$ cat config.mk
export PLATFORM = sky130hd
export DESIGN_NAME = board_ctrl_top
export DESIGN_NICKNAME = d
export VERILOG_FILES = /design/src/verilog/board_io_pkg.sv /design/src/verilog/icap_cfg_pkg.sv /design/src/verilog/board_ctrl_top.sv /design/src/verilog/gpio_debounce.sv /design/src/verilog/icap_reboot_seq.sv /design/src/verilog/pcs_status_mon.sv
export SDC_FILE = /design/constraint.sdc
export NUM_CORES = 1
export LEC_CHECK = 0
export ABC_CLOCK_PERIOD_IN_PS = 1800
export BUFFER_PORTS_ARGS = -buffer_cell sky130_fd_sc_hd__clkbuf_2
export CAP_MARGIN = 20
export CORE_ASPECT_RATIO = 0.5
export CORE_MARGIN = 2
export CORE_UTILIZATION = 50
export CTS_BUF_LIST = sky130_fd_sc_hd__clkbuf_8
export DETAILED_ROUTE_END_ITERATION = 8
export PLACE_DENSITY = 0.87
export REMOVE_ABC_BUFFERS = 1
export SYNTH_ARGS = -nofsm -noshare
export SYNTH_HDL_FRONTEND = slang
export SYNTH_SLANG_ARGS = --single-unit
$ cat constraint.sdc
create_clock -name clk_125mhz_int -period 1.8 [get_ports clk_125mhz_int]
set_clock_uncertainty 0.2 [all_clocks]
set_input_delay 0.36 -clock clk_125mhz_int [delete_from_list [all_inputs] [get_ports clk_125mhz_int]]
set_output_delay 0.36 -clock clk_125mhz_int [all_outputs]
set_load 0.01 [all_outputs]
$ cat src/verilog/board_io_pkg.sv
// Board GPIO and PCS status types
package board_io_pkg;

// push buttons and slide switches, in board order
typedef struct packed {
    logic       btnu;
    logic       btnl;
    logic       btnd;
    logic       btnr;
    logic       btnc;
    logic [3:0] sw;
} gpio_raw_t;

localparam int GPIO_W = $bits(gpio_raw_t);

// LED byte, led[7] is the leftmost LED
typedef logic [7:0] led_t;

// link speed code reported by the SGMII PCS/PMA
typedef enum logic [1:0] {
    SPEED_10   = 2'd0,
    SPEED_100  = 2'd1,
    SPEED_1000 = 2'd2
} pcs_speed_t;

// PCS/PMA status vector, MSB first
typedef struct packed {
    logic [1:0] pause;
    logic       remote_fault;
    logic       duplex;
    pcs_speed_t speed;
    logic [1:0] remote_fault_encdg;
    logic       phy_link_status;
    logic       rxnotintable;
    logic       rxdisperr;
    logic       rudi_invalid;
    logic       rudi_i;
    logic       rudi_c;
    logic       link_synchronization;
    logic       link_status;
} pcs_status_t;

// 1 ms between samples at 125 MHz
localparam int DEBOUNCE_RATE = 125000;

// samples that must agree before an output changes
localparam int DEBOUNCE_DEPTH = 4;

endpackage

$ cat src/verilog/icap_cfg_pkg.sv
// Configuration port command set
package icap_cfg_pkg;

// one configuration-port word, in normal bit order
typedef logic [31:0] icap_word_t;

// bus width detection filler
localparam icap_word_t ICAP_DUMMY = 32'hFFFFFFFF;

// sync word, aligns the packet processor
localparam icap_word_t ICAP_SYNC = 32'hAA995566;

// type 1 noop
localparam icap_word_t ICAP_NOOP = 32'h20000000;

// type 1 write of one word to the CMD register
localparam icap_word_t ICAP_WRITE_CMD = 32'h30008001;

// IPROG command, reloads from the warm boot address
localparam icap_word_t ICAP_IPROG = 32'h0000000F;

// reboot sequencer states
// each active state names the word loaded on its exit edge
typedef enum logic [2:0] {
    SEQ_IDLE,
    SEQ_SYNC,
    SEQ_NOOP0,
    SEQ_WRCMD,
    SEQ_IPROG,
    SEQ_NOOP1
} icap_seq_state_t;

endpackage

$ cat src/verilog/board_ctrl_top.sv
// Board control top level
module board_ctrl_top #(
    parameter int RATE = board_io_pkg::DEBOUNCE_RATE
) (
    input  logic                      clk_125mhz_int,
    input  logic                      rst,

    // buttons, switches and LEDs
    input  board_io_pkg::gpio_raw_t   gpio_in,
    output board_io_pkg::led_t        led,

    // SGMII PCS/PMA status and speed control
    input  board_io_pkg::pcs_status_t pcs_status,
    output logic                      speed_is_10_100,
    output logic                      speed_is_100,

    // reboot request and configuration port
    input  logic                      fpga_boot,
    input  logic                      icap_avail,
    output logic                      icap_csib,
    output icap_cfg_pkg::icap_word_t  icap_di
);

import board_io_pkg::*;

gpio_raw_t gpio_db;

gpio_debounce #(
    .RATE(RATE)
)
gpio_debounce_inst (
    .clk_125mhz_int(clk_125mhz_int),
    .rst(rst),
    .gpio_in(gpio_in),
    .gpio_db(gpio_db)
);

// LEDs follow the debounced switches
pcs_status_mon
pcs_status_mon_inst (
    .clk_125mhz_int(clk_125mhz_int),
    .rst(rst),
    .gpio_db(gpio_db),
    .pcs_status(pcs_status),
    .speed_is_10_100(speed_is_10_100),
    .speed_is_100(speed_is_100),
    .led(led)
);

icap_reboot_seq
icap_reboot_seq_inst (
    .clk_125mhz_int(clk_125mhz_int),
    .rst(rst),
    .fpga_boot(fpga_boot),
    .icap_avail(icap_avail),
    .icap_csib(icap_csib),
    .icap_di(icap_di)
);

endmodule

$ cat src/verilog/gpio_debounce.sv
// Button and switch debouncer
module gpio_debounce #(
    parameter int RATE = board_io_pkg::DEBOUNCE_RATE
) (
    input  logic                    clk_125mhz_int,
    input  logic                    rst,
    input  board_io_pkg::gpio_raw_t gpio_in,
    output board_io_pkg::gpio_raw_t gpio_db
);

import board_io_pkg::*;

// sample counter runs 0 .. RATE-1
localparam int CNT_W = $clog2(RATE + 1);
localparam logic [CNT_W-1:0] CNT_LAST = CNT_W'(RATE - 1);

logic [CNT_W-1:0] cnt_reg;
logic sample_stb;

logic [GPIO_W-1:0] in_bits;
logic [GPIO_W-1:0][DEBOUNCE_DEPTH-1:0] hist_reg;
logic [GPIO_W-1:0][DEBOUNCE_DEPTH-1:0] hist_next;
logic [GPIO_W-1:0] db_reg;

assign in_bits = gpio_in;
assign sample_stb = (cnt_reg == CNT_LAST);

always_ff @(posedge clk_125mhz_int) begin
    if (rst) begin
        cnt_reg <= '0;
    end else if (sample_stb) begin
        cnt_reg <= '0;
    end else begin
        cnt_reg <= cnt_reg + 1'b1;
    end
end

// history after this sample, newest bit in position 0
always_comb begin
    for (int i = 0; i < GPIO_W; i++) begin
        hist_next[i] = {hist_reg[i][DEBOUNCE_DEPTH-2:0], in_bits[i]};
    end
end

always_ff @(posedge clk_125mhz_int) begin
    if (rst) begin
        hist_reg <= '0;
        db_reg <= '0;
    end else if (sample_stb) begin
        hist_reg <= hist_next;
        for (int i = 0; i < GPIO_W; i++) begin
            // mixed history keeps the previous level
            if (&hist_next[i]) begin
                db_reg[i] <= 1'b1;
            end else if (!(|hist_next[i])) begin
                db_reg[i] <= 1'b0;
            end
        end
    end
end

assign gpio_db = gpio_raw_t'(db_reg);

endmodule

$ cat src/verilog/icap_reboot_seq.sv
// IPROG reboot sequencer
module icap_reboot_seq (
    input  logic                     clk_125mhz_int,
    input  logic                     rst,
    input  logic                     fpga_boot,
    input  logic                     icap_avail,
    output logic                     icap_csib,
    output icap_cfg_pkg::icap_word_t icap_di
);

import icap_cfg_pkg::*;

logic [1:0] boot_sync_reg;
logic boot_req;
logic start_seq;

icap_seq_state_t state_reg;
logic csib_reg;

icap_word_t word_next;
icap_word_t word_reg;

// two-flop synchronizer for the request level
always_ff @(posedge clk_125mhz_int) begin
    if (rst) begin
        boot_sync_reg <= '0;
    end else begin
        boot_sync_reg <= {boot_sync_reg[0], fpga_boot};
    end
end

assign boot_req = boot_sync_reg[1];

// csib high means at least one deselected cycle since the last sequence
assign start_seq = csib_reg && boot_req && icap_avail;

always_ff @(posedge clk_125mhz_int) begin
    if (rst) begin
        state_reg <= SEQ_IDLE;
        csib_reg <= 1'b1;
    end else begin
        case (state_reg)
            SEQ_IDLE: begin
                csib_reg <= !start_seq;
                if (start_seq) begin
                    state_reg <= SEQ_SYNC;
                end
            end
            SEQ_SYNC:  state_reg <= SEQ_NOOP0;
            SEQ_NOOP0: state_reg <= SEQ_WRCMD;
            SEQ_WRCMD: state_reg <= SEQ_IPROG;
            SEQ_IPROG: state_reg <= SEQ_NOOP1;
            SEQ_NOOP1: state_reg <= SEQ_IDLE;
            default: begin
                state_reg <= SEQ_IDLE;
                csib_reg <= 1'b1;
            end
        endcase
    end
end

// word loaded on each edge; idle keeps the dummy word ready
always_comb begin
    case (state_reg)
        SEQ_SYNC:  word_next = ICAP_SYNC;
        SEQ_NOOP0: word_next = ICAP_NOOP;
        SEQ_WRCMD: word_next = ICAP_WRITE_CMD;
        SEQ_IPROG: word_next = ICAP_IPROG;
        SEQ_NOOP1: word_next = ICAP_NOOP;
        default:   word_next = ICAP_DUMMY;
    endcase
end

always_ff @(posedge clk_125mhz_int) begin
    word_reg <= word_next;
end

// config port takes each byte with its bits swapped
always_comb begin
    for (int b = 0; b < $bits(icap_word_t) / 8; b++) begin
        for (int i = 0; i < 8; i++) begin
            icap_di[8*b + i] = word_reg[8*b + 7 - i];
        end
    end
end

assign icap_csib = csib_reg;

endmodule

$ cat src/verilog/pcs_status_mon.sv
// PCS speed decode and LED select
module pcs_status_mon (
    input  logic                      clk_125mhz_int,
    input  logic                      rst,
    input  board_io_pkg::gpio_raw_t   gpio_db,
    input  board_io_pkg::pcs_status_t pcs_status,
    output logic                      speed_is_10_100,
    output logic                      speed_is_100,
    output board_io_pkg::led_t        led
);

import board_io_pkg::*;

led_t led_next;

// speed hints back to the PCS, straight from the status field
assign speed_is_10_100 = (pcs_status.speed != SPEED_1000);
assign speed_is_100 = (pcs_status.speed == SPEED_100);

// sw[3] selects debug view, sw[0] picks the status byte
always_comb begin
    if (!gpio_db.sw[3]) begin
        led_next = {
            gpio_db.btnu,
            gpio_db.btnl,
            gpio_db.btnd,
            gpio_db.btnr,
            gpio_db.btnc,
            gpio_db.sw[2:0]
        };
    end else if (gpio_db.sw[0]) begin
        led_next = pcs_status[15:8];
    end else begin
        led_next = pcs_status[7:0];
    end
end

always_ff @(posedge clk_125mhz_int) begin
    if (rst) begin
        led <= '0;
    end else begin
        led <= led_next;
    end
end

endmodule
==> flow_summary.yaml <==
drt:
  drtPass1Iterations: 4
  drc: 0
  vias_per_cell: 5.13
  drtAntennaViolNets: 0
  drt_first_iter_violations: 211
  post_drt_wl_per_cell_um: 12.5
  vias: 2653
  routed_wl_um: 6440
cts:
  clk_latency_ns: 0.36
  ctsHoldBuffers: 0
  numClockSinks: 74
  clockRootBuffer: "clkbuf_8"
  h-tree-depth: 3
  numCtsBuffers: 9
  cts_tree: "yes"
  clockBufferDepth: 2
  path_clk_slew_ns: 0.07
synth:
  syn_avg_cell_area_um2: 8.68
  yosys_most_used_dff: "dfxtp_1"
  seq_area_frac_synth_pct: 46.6
  ys_ff_latch: 74
  async_reset_ff_share_pct: 0
  yosys_warnings: 0
  synth_cell_types: 40
  synth_largest_area_cell: "dfxtp_1"
  synth_top_area_share_pct: 46.6
  synthesis.area_mm2: 0.00318
  synthTopCellsByArea: "dfxtp_1 47%, nand2_1 7.9%, a21oi_1 6.8%, buf_4 6.1%, and4_1 3.3%"
  synthCells: 366
  synth_edf_count: 0
timing:
  relSlewSlack_pct: 64.6
  whs_ns: 0.0375
  period_share_pct: 97.5
  worst_pin_slew_ns: 0.531
  hold_viol: 0
  period_minus_slack_ns: 1.75
  finalSetupTns_ns: 0
  fin_ws_ns: 0.0450
  setup_viol: 0
  clock.fmax_mhz: 570
  maxSlewViolCount: 0
global_route:
  grt_pass1_vias: 2261
  antenna_found_initial: 0
  grt_pass1_wl_um: 10100
  track_usage_pct: 18.6
  grt-ovfl-total: 0
  grt_max_degree: 37
floorplan:
  rows: 20
  dieHeight_um: 60.4
  pin_count: 72
  core-area_mm2: 0.00611
  dieArea_mm2: 0.00705
  die_w_um: 117
  start_util_pct: 52.0
worst_setup_path:
  cp-start-kind: "flip-flop"
  worst-path-buf-inv: 2
  rr_worst_depth: 7
  cp.required_ns: 1.88
  rrSetupSlack_ns: 0.05
  cp-end-kind: "flip-flop"
  cp_max_fo: 18
  cp_cell_sequence: "ha_1, and4_1, buf_4, and4_4, clkbuf_16, nand2_1, a21oi_1"
  critPathTopFamily: "simple AND/OR/NAND/NOR gates"
  critical_path_arrival_ns: 1.84
  slowest_stage: "dfxtp_2"
  timing.rr.end: "gpio_debounce_inst.hist_next[22]"
  cp.depth: 7
  timing.rr.start: "gpio_debounce_inst.cnt_reg[1]"
  crit_type: "reg -> reg"
  cpPeakStageDelay_ns: 0.34
run:
  cap_violations: 0
placed_design:
  dpl.hpwl_um: 4180
  post-place-ws_ns: 0.0491
  placed_cell_area_mm2: 0.00352
  gp_congestion: 0.788
  io_buffers: 71
finish:
  areaGrowthSynthToFinish_pct: 20.6
  drive_gt1_share_pct: 29.8
  largest_reg_flops: 27
  finalInstanceArea_mm2: 0.00383
  fin_nets: 454
  antenna_cells: 0
hold_path:
  hp-start: "fpga_boot"
  min-delay-path-class: "in -> reg"
  hold_path_end: "icap_reboot_seq_inst.boot_sync_reg[0]"
  whs_path_depth: 2
power_and_ir_drop:
  power_mw: 3.19
  ir_worst_vdd_uv: 381
  p_per_area_mw_per_mm2: 831
  power.leakage_nw: 1.51
outcome:
  status: "complete, no violations"
## cells in the mapped netlist, types with 9 or more instances
library cell,number
clkbuf_1,10
dfxtp_1,74
buf_4,26
a21oi_1,43
xor2_1,12
o21ai_0,11
or4_1,9
nand2_1,67
nor2_1,25
and4_1,12
## area by class of cell
cell class | instances | area [um^2]
clock inverters | 7 | 71.3
inverters | 3 | 11.3
clock buffers | 9 | 124
fillers | 523 | 2270
flip-flops and latches | 74 | 1480
multi-input cells | 241 | 1390
repair buffers | 95 | 638
well taps | 88 | 110
## cell families after synthesis
family                   count (synthesis)  share of synthesized area (%)
AO/OA/AOI/OAI                           66                           11.4
XOR/XNOR                                15                           4.14
adder cells (fa/ha/maj)                  1                          0.394
buffers and inverters                   51                           10.4
flip-flops                              74                           46.6
multiplexers                             8                           2.56
AND/OR/NAND/NOR                        151                           24.5
## through the flow
step | std cells | utilization, %
2_1_floorplan | 318 | -
3_3_place_gp | 496 | 57.6
3_5_place_dp | 496 | 57.6
4_1_cts | 512 | 60.8
5_1_grt | 517 | 62.8
6_report | 517 | 62.8
## placed cells by master, fill, tap and decap left out, types with 9 or more instances in the layout
cell type,Yosys,routed
nand2_1,67,67
a21oi_1,43,40
clkbuf_8,0,9
buf_4,26,17
and4_1,12,11
or4_1,9,9
clkbuf_2,1,71
dfxtp_1,74,72
o21ai_0,11,10
xor2_1,12,12
nor2_1,25,25
## worst max-delay path by stage
stage | slack (ns) | to | startpoint
after detailed placement | 0.05 | gpio_debounce_inst.gpio_db[4] | gpio_debounce_inst.cnt_reg[3]
final | 0.05 | gpio_debounce_inst.hist_next[22] | gpio_debounce_inst.cnt_reg[1]
after global placement | 0.09 | gpio_debounce_inst.gpio_db[0] | gpio_debounce_inst.cnt_reg[3]
after global routing | -0.04 | gpio_debounce_inst.gpio_db[8] | gpio_debounce_inst.cnt_reg[1]
after floorplan | -0.91 | gpio_debounce_inst.cnt_reg[10] | gpio_debounce_inst.cnt_reg[0]
after CTS | 0.02 | gpio_debounce_inst.gpio_db[1] | gpio_debounce_inst.cnt_reg[3]
## what timing repair did
item,in CTS,in global routing
resized for setup,0,11
buffers inserted,0,2
setup endpoints to repair,0,49
## routing by layer
metal / share of wire (%) / vias up / GRT usage (%)
met5: 0 / - / 0
met4: 1.3 / 0 / 8.07
met3: 6.9 / 8 / 5.79
met2: 49 / 78 / 33.9
met1: 43 / 1218 / 20.8
li1: - / 1349 / -
## report_power, final
group | switching [mW] | total, mW | internal (mW)
sequential | 0.0253 | 1.69 | 1.66
clock | 0.633 | 1.27 | 0.636
combinational | 0.120 | 0.231 | 0.111
total | 0.779 | 3.19 | 2.41
Note: power is estimated with default switching activity, not from simulation.
